===== config.mk =====
export PLATFORM = sky130hd
export DESIGN_NAME = patch_draw_top
export DESIGN_NICKNAME = d
export VERILOG_FILES = /design/src/verilog/patch_pkg.sv /design/src/verilog/patch_param_bank.sv /design/src/verilog/wide_read_aligner.sv /design/src/verilog/patch_walker.sv /design/src/verilog/column_copier.sv /design/src/verilog/patch_draw_top.sv
export SDC_FILE = /design/constraint.sdc
export NUM_CORES = 1
export LEC_CHECK = 0
export ABC_AREA = 1
export CORE_MARGIN = 1
export CORE_UTILIZATION = 42
export DETAILED_ROUTE_END_ITERATION = 10
export DONT_BUFFER_PORTS = 1
export GPL_ROUTABILITY_DRIVEN = 0
export GPL_TIMING_DRIVEN = 0
export PLACE_DENSITY = 0.58
export SYNTH_ARGS = -nofsm -noshare
export SYNTH_HDL_FRONTEND = slang
export SYNTH_HIERARCHICAL = 1
export SYNTH_SLANG_ARGS = --single-unit

===== constraint.sdc =====
create_clock -name clk -period 11.6 [get_ports clk]
set_input_delay 2.9 -clock clk [delete_from_list [all_inputs] [get_ports clk]]
set_output_delay 2.9 -clock clk [all_outputs]
set_load 0.01 [all_outputs]

===== src/verilog/patch_pkg.sv =====
`default_nettype none

package patch_pkg;

  typedef logic [31:0]        addr_t;       // byte address, shared memory
  typedef logic [31:0]        word_t;       // wide port data
  typedef logic [7:0]         pixel_t;      // palette index or patch byte
  typedef logic signed [15:0] coord_t;      // screen coord or patch offset
  typedef logic [2:0]         param_idx_t;  // host slot number

  localparam int default_screen_width = 320;    // row stride in bytes
  localparam int default_screen_size  = 64000;  // bytes per screen
  localparam int num_screens          = 5;      // valid scrn 0..4

  typedef enum logic [2:0] {
    w_idle,       // waiting for go
    w_rd_size,    // width/height word
    w_rd_offs,    // left/top offset word
    w_rd_colofs,  // column offset entry
    w_rd_post,    // post header or terminator
    w_copy        // copier busy with a post
  } walker_state_t;

  typedef enum logic [1:0] {
    c_idle,   // waiting for copy_start
    c_read,   // byte read from patch
    c_write   // byte write to framebuffer
  } copier_state_t;

endpackage

`default_nettype wire


===== src/verilog/patch_param_bank.sv =====
`timescale 1ns/1ps
`default_nettype none

module patch_param_bank #(
  parameter int screen_size = patch_pkg::default_screen_size
) (
  input  wire logic                   clk,
  input  wire logic                   reset,
  input  wire logic                   param_write,  // one cycle slot store
  input  wire patch_pkg::param_idx_t  param_index,
  input  wire patch_pkg::word_t       param_data,
  input  wire logic                   start,        // host pulse
  input  wire logic                   busy,         // from walker
  output logic                        go,           // one cycle, accepted start
  output patch_pkg::coord_t           origin_x,
  output patch_pkg::coord_t           origin_y,
  output patch_pkg::addr_t            screen_base,
  output patch_pkg::addr_t            patch_base
);
  import patch_pkg::*;

  localparam param_idx_t slot_x       = 3'd1;
  localparam param_idx_t slot_y       = 3'd2;
  localparam param_idx_t slot_scrn    = 3'd3;
  localparam param_idx_t slot_screens = 3'd4;
  localparam param_idx_t slot_patch   = 3'd5;

  coord_t x_slot, y_slot;       // host copies, may change mid draw
  word_t  scrn_slot;
  addr_t  screens_slot, patch_slot;
  addr_t  scrn_offset;          // comb, scrn * screen_size
  logic   accept;               // start while idle

  assign accept = start && !busy;

  // out of range screen index draws on screen 0
  always_comb begin
    if (scrn_slot < word_t'(num_screens))
      scrn_offset = addr_t'(scrn_slot[2:0]) * addr_t'(screen_size);
    else
      scrn_offset = '0;
  end

  always_ff @(posedge clk) begin
    if (param_write) begin
      case (param_index)
        slot_x:       x_slot <= coord_t'(param_data[15:0]);
        slot_y:       y_slot <= coord_t'(param_data[15:0]);
        slot_scrn:    scrn_slot <= param_data;
        slot_screens: screens_slot <= param_data;
        slot_patch:   patch_slot <= param_data;
        default:      ;                                 // unused slots dropped
      endcase
    end
  end

  always_ff @(posedge clk) begin
    if (reset) begin
      go <= 1'b0;
    end else begin
      go <= accept;
      if (accept) begin                                 // working copy for this draw
        origin_x    <= x_slot;
        origin_y    <= y_slot;
        screen_base <= screens_slot + scrn_offset;
        patch_base  <= patch_slot;
      end
    end
  end

endmodule

`default_nettype wire


===== src/verilog/wide_read_aligner.sv =====
`timescale 1ns/1ps
`default_nettype none

module wide_read_aligner (
  input  wire logic              clk,
  input  wire logic              reset,
  input  wire logic              rd_start,          // one cycle request
  input  wire patch_pkg::addr_t  rd_addr,           // any byte address
  input  wire logic              w_mem_waitrequest,
  input  wire patch_pkg::word_t  w_mem_readdata,
  output logic                   rd_done,           // one cycle, rd_word valid
  output patch_pkg::word_t       rd_word,
  output patch_pkg::addr_t       w_mem_address,
  output logic                   w_mem_read
);
  import patch_pkg::*;

  typedef enum logic [1:0] {
    a_idle,
    a_first,    // aligned word holding the low bytes
    a_gap,      // read dropped for one cycle
    a_second    // following word, high bytes
  } aligner_state_t;

  aligner_state_t state;
  logic [1:0]     byte_ofs;       // rd_addr[1:0] of the request
  word_t          lo_word;        // first word kept for the merge
  logic [63:0]    pair;           // comb, both words little endian
  word_t          merged;         // comb, shifted down by byte_ofs

  assign w_mem_read = (state == a_first) || (state == a_second);

  assign pair   = {w_mem_readdata, lo_word};
  assign merged = word_t'(pair >> {byte_ofs, 3'b000});  // bytes to bits

  always_ff @(posedge clk) begin
    if (reset) begin
      state   <= a_idle;
      rd_done <= 1'b0;
    end else begin
      rd_done <= 1'b0;
      case (state)
        a_idle: begin
          if (rd_start) begin
            w_mem_address <= {rd_addr[31:2], 2'b00};    // word aligned
            byte_ofs      <= rd_addr[1:0];
            state         <= a_first;
          end
        end
        a_first: begin
          if (!w_mem_waitrequest) begin
            if (byte_ofs == 2'd0) begin                 // aligned, single read
              rd_word <= w_mem_readdata;
              rd_done <= 1'b1;
              state   <= a_idle;
            end else begin
              lo_word       <= w_mem_readdata;
              w_mem_address <= w_mem_address + addr_t'(4);
              state         <= a_gap;
            end
          end
        end
        a_gap: begin
          state <= a_second;                            // read low here
        end
        a_second: begin
          if (!w_mem_waitrequest) begin
            rd_word <= merged;
            rd_done <= 1'b1;
            state   <= a_idle;
          end
        end
        default: state <= a_idle;
      endcase
    end
  end

endmodule

`default_nettype wire


===== src/verilog/patch_walker.sv =====
`timescale 1ns/1ps
`default_nettype none

module patch_walker #(
  parameter int screen_width = patch_pkg::default_screen_width
) (
  input  wire logic              clk,
  input  wire logic              reset,
  input  wire logic              go,            // draw request from bank
  input  wire patch_pkg::coord_t origin_x,      // stable while busy
  input  wire patch_pkg::coord_t origin_y,
  input  wire patch_pkg::addr_t  screen_base,
  input  wire patch_pkg::addr_t  patch_base,
  input  wire logic              rd_done,
  input  wire patch_pkg::word_t  rd_word,
  input  wire logic              copy_done,
  output logic                   busy,
  output logic                   rd_start,      // one cycle
  output patch_pkg::addr_t       rd_addr,
  output logic                   copy_start,    // one cycle
  output patch_pkg::addr_t       copy_src,
  output patch_pkg::addr_t       copy_dest,
  output patch_pkg::pixel_t      copy_count
);
  import patch_pkg::*;

  walker_state_t      state;
  logic [15:0]        width;          // columns in the patch
  logic [15:0]        col;            // current column
  logic [15:0]        col_next;       // comb
  addr_t              desttop;        // framebuffer top of current column
  addr_t              post_addr;      // current post header
  coord_t             left_ofs;       // comb, from offset word
  coord_t             top_ofs;
  logic signed [31:0] adj_x;          // comb, x - leftoffset
  logic signed [31:0] adj_y;          // comb, y - topoffset
  pixel_t             post_delta;     // comb, from post header
  pixel_t             post_len;

  assign busy = go || (state != w_idle);  // high from the cycle after start

  assign left_ofs   = coord_t'(rd_word[15:0]);
  assign top_ofs    = coord_t'(rd_word[31:16]);
  assign adj_x      = origin_x - left_ofs;    // signed, may go negative
  assign adj_y      = origin_y - top_ofs;
  assign post_delta = rd_word[7:0];
  assign post_len   = rd_word[15:8];
  assign col_next   = col + 16'd1;

  always_ff @(posedge clk) begin
    if (reset) begin
      state      <= w_idle;
      rd_start   <= 1'b0;
      copy_start <= 1'b0;
    end else begin
      rd_start   <= 1'b0;
      copy_start <= 1'b0;
      case (state)
        w_idle: begin
          if (go) begin
            rd_start <= 1'b1;
            rd_addr  <= patch_base;                       // width, height
            state    <= w_rd_size;
          end
        end
        w_rd_size: begin
          if (rd_done) begin
            width    <= rd_word[15:0];                    // height unused
            rd_start <= 1'b1;
            rd_addr  <= patch_base + addr_t'(4);          // leftoffset, topoffset
            state    <= w_rd_offs;
          end
        end
        w_rd_offs: begin
          if (rd_done) begin
            // wraps mod 2^32, so negative offsets land as signed
            desttop <= screen_base + addr_t'(adj_y * screen_width) + addr_t'(adj_x);
            col     <= '0;
            if (width == 16'd0) begin
              state <= w_idle;                            // nothing to draw
            end else begin
              rd_start <= 1'b1;
              rd_addr  <= patch_base + addr_t'(8);        // columnofs[0]
              state    <= w_rd_colofs;
            end
          end
        end
        w_rd_colofs: begin
          if (rd_done) begin
            post_addr <= patch_base + rd_word;            // ofs relative to patch
            rd_start  <= 1'b1;
            rd_addr   <= patch_base + rd_word;
            state     <= w_rd_post;
          end
        end
        w_rd_post: begin
          if (rd_done) begin
            if (post_delta == 8'hff) begin                // end of column
              if (col_next == width) begin
                state <= w_idle;
              end else begin
                col      <= col_next;
                desttop  <= desttop + addr_t'(1);
                rd_start <= 1'b1;
                rd_addr  <= patch_base + addr_t'(8) + (addr_t'(col_next) << 2);
                state    <= w_rd_colofs;
              end
            end else begin
              copy_start <= 1'b1;
              copy_src   <= post_addr + addr_t'(3);       // skip header and pad
              copy_dest  <= desttop + addr_t'(post_delta) * addr_t'(screen_width);
              copy_count <= post_len;
              post_addr  <= post_addr + addr_t'(post_len) + addr_t'(4);
              state      <= w_copy;
            end
          end
        end
        w_copy: begin
          if (copy_done) begin
            rd_start <= 1'b1;
            rd_addr  <= post_addr;                        // next post header
            state    <= w_rd_post;
          end
        end
        default: state <= w_idle;
      endcase
    end
  end

endmodule

`default_nettype wire


===== src/verilog/column_copier.sv =====
`timescale 1ns/1ps
`default_nettype none

module column_copier #(
  parameter int screen_width = patch_pkg::default_screen_width
) (
  input  wire logic               clk,
  input  wire logic               reset,
  input  wire logic               copy_start,       // one cycle
  input  wire patch_pkg::addr_t   copy_src,         // first data byte of post
  input  wire patch_pkg::addr_t   copy_dest,        // top pixel in framebuffer
  input  wire patch_pkg::pixel_t  copy_count,       // post length, may be 0
  input  wire logic               mem_waitrequest,
  input  wire patch_pkg::pixel_t  mem_readdata,
  output logic                    copy_done,        // one cycle
  output patch_pkg::addr_t        mem_address,
  output logic                    mem_read,
  output logic                    mem_write,
  output patch_pkg::pixel_t       mem_writedata
);
  import patch_pkg::*;

  copier_state_t state;
  addr_t         src;           // next patch byte
  addr_t         dest;          // next framebuffer byte
  pixel_t        count;         // bytes left
  pixel_t        data;          // byte in flight

  assign mem_read      = (state == c_read);
  assign mem_write     = (state == c_write);
  assign mem_address   = (state == c_write) ? dest : src;  // steady while stalled
  assign mem_writedata = data;

  always_ff @(posedge clk) begin
    if (reset) begin
      state     <= c_idle;
      copy_done <= 1'b0;
    end else begin
      copy_done <= 1'b0;
      case (state)
        c_idle: begin
          if (copy_start) begin
            src   <= copy_src;
            dest  <= copy_dest;
            count <= copy_count;
            if (copy_count == 8'd0)
              copy_done <= 1'b1;                 // empty post, no access
            else
              state <= c_read;
          end
        end
        c_read: begin
          if (!mem_waitrequest) begin
            data  <= mem_readdata;
            src   <= src + addr_t'(1);
            state <= c_write;
          end
        end
        c_write: begin
          if (!mem_waitrequest) begin
            dest  <= dest + addr_t'(screen_width);   // one row down
            count <= count - 8'd1;
            if (count == 8'd1) begin                 // last byte written
              copy_done <= 1'b1;
              state     <= c_idle;
            end else begin
              state <= c_read;
            end
          end
        end
        default: state <= c_idle;
      endcase
    end
  end

endmodule

`default_nettype wire


===== src/verilog/patch_draw_top.sv =====
`timescale 1ns/1ps
`default_nettype none

module patch_draw_top #(
  parameter int screen_width = patch_pkg::default_screen_width,
  parameter int screen_size  = patch_pkg::default_screen_size
) (
  input  wire logic                   clk,
  input  wire logic                   reset,
  input  wire logic                   param_write,        // host slot store
  input  wire patch_pkg::param_idx_t  param_index,
  input  wire patch_pkg::word_t       param_data,
  input  wire logic                   start,
  output logic                        busy,
  output patch_pkg::addr_t            mem_address,        // byte port
  output logic                        mem_read,
  output logic                        mem_write,
  output patch_pkg::pixel_t           mem_writedata,
  input  wire logic                   mem_waitrequest,
  input  wire patch_pkg::pixel_t      mem_readdata,
  output patch_pkg::addr_t            w_mem_address,      // wide port, reads only
  output logic                        w_mem_read,
  input  wire logic                   w_mem_waitrequest,
  input  wire patch_pkg::word_t       w_mem_readdata
);
  import patch_pkg::*;

  logic   go;                           // bank to walker
  coord_t origin_x, origin_y;
  addr_t  screen_base, patch_base;
  logic   rd_start, rd_done;            // walker and aligner
  addr_t  rd_addr;
  word_t  rd_word;
  logic   copy_start, copy_done;        // walker and copier
  addr_t  copy_src, copy_dest;
  pixel_t copy_count;

  patch_param_bank #(.screen_size(screen_size)) bank_i (
    .clk, .reset, .param_write, .param_index, .param_data, .start, .busy,
    .go, .origin_x, .origin_y, .screen_base, .patch_base
  );

  patch_walker #(.screen_width(screen_width)) walker_i (
    .clk, .reset, .go, .origin_x, .origin_y, .screen_base, .patch_base,
    .rd_done, .rd_word, .copy_done, .busy, .rd_start, .rd_addr,
    .copy_start, .copy_src, .copy_dest, .copy_count
  );

  wide_read_aligner aligner_i (
    .clk, .reset, .rd_start, .rd_addr, .w_mem_waitrequest, .w_mem_readdata,
    .rd_done, .rd_word, .w_mem_address, .w_mem_read
  );

  column_copier #(.screen_width(screen_width)) copier_i (
    .clk, .reset, .copy_start, .copy_src, .copy_dest, .copy_count,
    .mem_waitrequest, .mem_readdata, .copy_done, .mem_address,
    .mem_read, .mem_write, .mem_writedata
  );

endmodule

`default_nettype wire


### Yosys cells after proc, flatten, opt, wreduce, memory -nomap -nowiden

Cells that the tools add are included.

* $add $sub $neg: 19
* muxes and demuxes: 82
* reduce and logical (&&, ||, !) cells: 41
* magnitude comparators: 1
* multiply operators: 3
* shifts and indexed selects: 1
* bitwise operators: 7
* eq/ne operators: 37

Operators by type and width (number)
* two-way mux 32 bit: 26
* one-hot mux 32 bit (2 select lines): 6
* one-hot mux 32 bit (6 select lines): 1
* adder 32 x 3 -> 32 bit (second input constant): 3
* adder 32 bit: 3
* adder 32 x 1 -> 32 bit (second input constant): 2
* two-way mux 16 bit: 4
* >> shifter 64 x 5 -> 32 bit: 1
* subtractor 16 x 16 -> 17 bit: 2
* adder 32 x 17 -> 32 bit: 1
* adder 32 x 18 -> 32 bit: 1
* adder 32 x 19 -> 32 bit: 1
* adder 32 x 2 -> 32 bit (second input constant): 1
* adder 32 x 4 -> 32 bit (second input constant): 1
* adder 32 x 8 -> 32 bit: 1
* adder 32 x 9 -> 32 bit (second input constant): 1
* less-than comparator 32 x 3 -> 1 bit (second input constant): 1
* multiplier 32 x 4 -> 26 bit (second input constant): 1
* one-hot mux 16 bit (2 select lines): 1
* inequality test 2 bit (second input constant): 13
* two-way mux 3 bit: 7
* two-way mux 2 bit: 10
* AND reduction 4 bit: 5
* two-way mux 19 bit: 1
* other kinds (39): 97

* logic and storage cells: 224
* register bits: 614

### Depth between registers and ports, before layout

* depth in word-level cells: 6
* mapped depth: 37

### Cells and area by module

Netlist, hierarchy kept.

Modules (own cells, without submodules)
* patch_walker: instances 1, seq. area each 6105.9 um^2, cells an instance 3010, area an instance 21743.4 um^2
* patch_param_bank: instances 1, seq. area each 6746.5 um^2, cells an instance 533, area an instance 8355.5 um^2
* wide_read_aligner: instances 1, seq. area each 2942.8 um^2, cells an instance 644, area an instance 5457.7 um^2
* column_copier: instances 1, seq. area each 2462.4 um^2, cells an instance 746, area an instance 5377.7 um^2

### Least setup slack after synthesis

OpenSTA, ideal clock, no wires.

* kind: input port to flip-flop
* from: in reset
* to: reg bank_i.origin_x[0], enable pin
* arrival: 9.831 ns
* stages: 1
* setup slack: 1.081 ns
* setup time: 0.688 ns
* data required time: 10.912 ns
* cell sequence: nor3b_1

* word-level cells in the longest chain between the ends: 2

RTL lines
* start, declared: RTL line patch_draw_top.sv:9 `input wire logic reset,`
* NOT 1 bit (no line)
* AND reduction 2 bit (no line)
* end signal, assigned: RTL line patch_param_bank.sv:63 `origin_x <= x_slot;`
* end, declared: RTL line patch_param_bank.sv:15 `output patch_pkg::coord_t origin_x,`

Every way passes these cells.
A chain may end at the register's enable or synchronous reset.

### Worst setup path after layout

* from: reg aligner_i.rd_word[16]
* to: reg walker_i.desttop[31] (data pin)

* word-level cells in the longest chain between the ends: 6

RTL lines
* start, declared: RTL line wide_read_aligner.sv:12 `output patch_pkg::word_t rd_word,`
* start signal, assigned: RTL line wide_read_aligner.sv:53 `rd_word <= w_mem_readdata;`
* start signal, assigned: RTL line wide_read_aligner.sv:68 `rd_word <= merged;`
* subtractor 16 x 16 -> 17 bit: RTL line patch_walker.sv:45 `assign adj_y = origin_y - top_ofs;`
* multiplier 32 x 4 -> 26 bit: RTL line patch_walker.sv:77 `desttop <= screen_base + addr_t'(adj_y * screen_width) + addr_t'(adj_x);`
* adder 32 bit (2 in series): RTL line patch_walker.sv:77
* two-way mux 32 bit: RTL line patch_walker.sv:75 `if (rd_done) begin`
* one-hot mux 32 bit (2 select lines): RTL line patch_walker.sv:58 `case (state)`
* end signal, assigned: RTL line patch_walker.sv:77
* end signal, assigned: RTL line patch_walker.sv:103 `desttop <= desttop + addr_t'(1);`
* end, declared: RTL line patch_walker.sv:31 `addr_t desttop;`

Every way passes these cells. The select of a mux whose other input is x is not followed.

==> impl_metrics.yaml <==
floorplan:
  die_x_um: 314.2
  io-pin-count: 157
  die_height_um: 314.2
  die_area_mm2: 0.09872
  core-area_mm2: 0.09657
  rows: 114
  start_util_pct: 42.39
sta:
  worst_slew_pin_slew_ns: 1.257
  period_share_pct: 59.85
  slew_viol_final: 0
  max_freq_ghz: 0.1440
  post-route-min-period_ns: 6.943
  final-hold-violation-count: 0
  finalSetupViolCount: 0
  slew_headroom_pct: 15.88
  rsz0062_at_grt: "false"
  finalClockSkew_ns: 0.02836
layout:
  area_growth_pct: 10.91
  fill_cells: 9399
  final_cell_area_mm2: 0.04540
  fin_cells: 6368
  drive_above_1_share_pct: 7.035
  nNetsFinal: 5368
setup_path:
  critPathMaxFanout: 7
  worst_path_most_repeated_cell: "nand2_1"
  required_ns: 11.98
  path_buf_inv: 5
  critical-path-top-delay-family: "adder cells"
  critPathArrivalTime_ns: 7.32
  cp_slowest_stage_delay_ns: 0.53
  cpMaxStageDelayCell: "edfxtp_1"
  cp-end-kind: "flip-flop"
  start_kind: "flip-flop"
  worst-setup-path-type: "flip-flop to flip-flop"
detailed_routing:
  ant_nets: 0
  first_pass_iters: 7
  routed_wl_mm: 130.3
  vias: 34717
  vias_per_cell: 5.452
  drt-wirelength-per-cell_um: 20.46
  drc: 0
  first_iter_violations: 3818
synthesis:
  yosysSeqAreaShare_pct: 44.60
  synth.distinct_cells: 65
  yosys.area.top_type: "edfxtp_1"
  synth_enable_flop_cells: 600
  yosys_most_used_dff: "edfxtp_1"
  ys_top_cells_by_area: "edfxtp_1 (44%), nand2_1 (12%), ha_1 (6.5%)"
  yosys_register_bits: 612
  async_flop_share_pct: 0
  postSynthAreaPerCell_um2: 8.298
  netlist_instances: 4933
  synth_top_area_share_pct: 44.02
  syn_area_mm2: 0.04093
  yosys_warnings: 6
grt:
  overflow: 0
  antenna_found_initial: 10
  gr-usage-all-layers_pct: 25.99
  grt_max_degree: 37
  grt_pass1_vias: 32142
  grt_pass1_wl_mm: 193.8
power_and_ir_drop:
  vdd_drop_max_mv: 0.2423
  p_total_w: 0.01000
  p_leak_nw: 18.97
  pwr_density_cell_mw_per_mm2: 220.3
cts:
  cts_buffer_depth: 3
  numCtsBuffers: 70
  clkTransAtPathRegs_ns: 0.07
  cts_setup_buffers: 0
  clock_sinks: 612
  postCtsHoldBufs: 0
  htree_num_levels: 3
  cts_tree: "built"
  root_buffer: "clkbuf_16"
  ctsResizeCount: 0
  clkLatencyLatePin_ns: 0.64
placement:
  io_buffers: 0
  hpwl_mm: 103.2
  dpl_cell_area_mm2: 0.04305
  numPlacedInstances: 6239
run:
  cap_violations: 0
outcome:
  outcome: "finished, final reports clean"
worst_hold_path:
  hold_path.class: "flip-flop to flip-flop"
[synth_stat cells (10+ instances only)]
library cell,count
buf_2,28
nand4_1,72
dfxtp_1,12
xor2_1,168
a31oi_1,32
a21o_1,21
or2_2,22
buf_4,10
o21bai_1,27
clkbuf_1,34
a21oi_1,257
nor2_4,19
o211ai_1,17
edfxtp_1,600
xnor2_1,49
inv_1,640
o21ai_1,20
nor2_2,40
fa_1,39
o21ai_0,247
nand2_2,32
o22ai_1,18
nor4_1,13
nand3_1,360
or2_1,10
nor2_1,450
nor3_1,68
inv_2,27
nand3b_1,21
ha_1,213
nand2_1,1261
[path summary, 6_finish.rpt]
path	start	endpoint	slack (ns)	depth (start not counted)
worst min-delay path	bank_i/y_slot[13]$_DFFE_PP_	bank_i/origin_y[13]$_DFFE_PP_	0.41	0
worst min register to register	bank_i/y_slot[13]$_DFFE_PP_	bank_i/origin_y[13]$_DFFE_PP_	0.41	0
worst max-delay path	aligner_i/rd_word[16]$_DFFE_PP_	walker_i/desttop[31]$_DFFE_PP_	4.66	34
worst max register to register	aligner_i/rd_word[16]$_DFFE_PP_	walker_i/desttop[31]$_DFFE_PP_	4.66	34
[report_power, final]
group | internal [W] | leakage, nW | switching (W)
sequential | 0.00286 | 5.55 | 0.000200
clock | 0.00137 | 1.13 | 0.000925
combinational | 0.00158 | 12.3 | 0.00307
total | 0.00581 | 19.0 | 0.00419
[area by class of cell]
class	count	area, um2	area share [%]
diodes	3	7.507	0.01654
clock inverters	37	473.0	1.042
inverters	669	2511	5.531
flip-flops and latches	612	18260	40.21
clock buffers	89	1866	4.109
repair buffers	29	417.9	0.9205
well taps	1276	1597	3.517
multi-input cells	3568	19840	43.70
plain buffers	85	431.7	0.9508
[metal layers]
metal / up-vias / GRT usage [%] / wire, um
li1: 16733 / - / -
met1: 16111 / 36.10 / 56710
met2: 1565 / 38.59 / 54770
met3: 300 / 6.041 / 12510
met4: 8 / 11.27 / 6221
met5: - / 0 / 100
[placed cells by master (no fill, tap or decap), types with 49 or more instances in the layout]
| cell | synthesis | routed |
|---|---|---|
| clkbuf_1 | 34 | 51 |
| nand3_1 | 360 | 360 |
| nand4_1 | 72 | 72 |
| nor3_1 | 68 | 63 |
| edfxtp_1 | 600 | 600 |
| o21ai_0 | 247 | 247 |
| a21oi_1 | 257 | 256 |
| xor2_1 | 168 | 168 |
| xnor2_1 | 49 | 49 |
| clkbuf_16 | 0 | 72 |
| ha_1 | 213 | 213 |
| nand2_1 | 1261 | 1261 |
| nor2_1 | 450 | 444 |
| inv_1 | 640 | 640 |
[kinds of logic after synthesis]
family,share of synthesized area [%]
buf+inv,7.189
fa+ha+maj,8.418
xor+xnor,4.796
flops,44.60
simple gates,25.55
other cells,0.009161
compound gates,9.436
[stage by stage]
step	setup WS [ns]	TNS (ns)	hold slack, ns	utilization [%]
final	4.657	0	0.4058	47.02
after global routing	4.193	0	0.4120	47.02
after CTS	4.773	0	0.4008	47.00
after detailed placement	4.791	0	0.4045	44.58
after global placement	-2.174	-207.58	0.4006	44.05
after floorplan	1.081	0	0.4003	-
No activity file was read; power rests on OpenSTA's default activity.
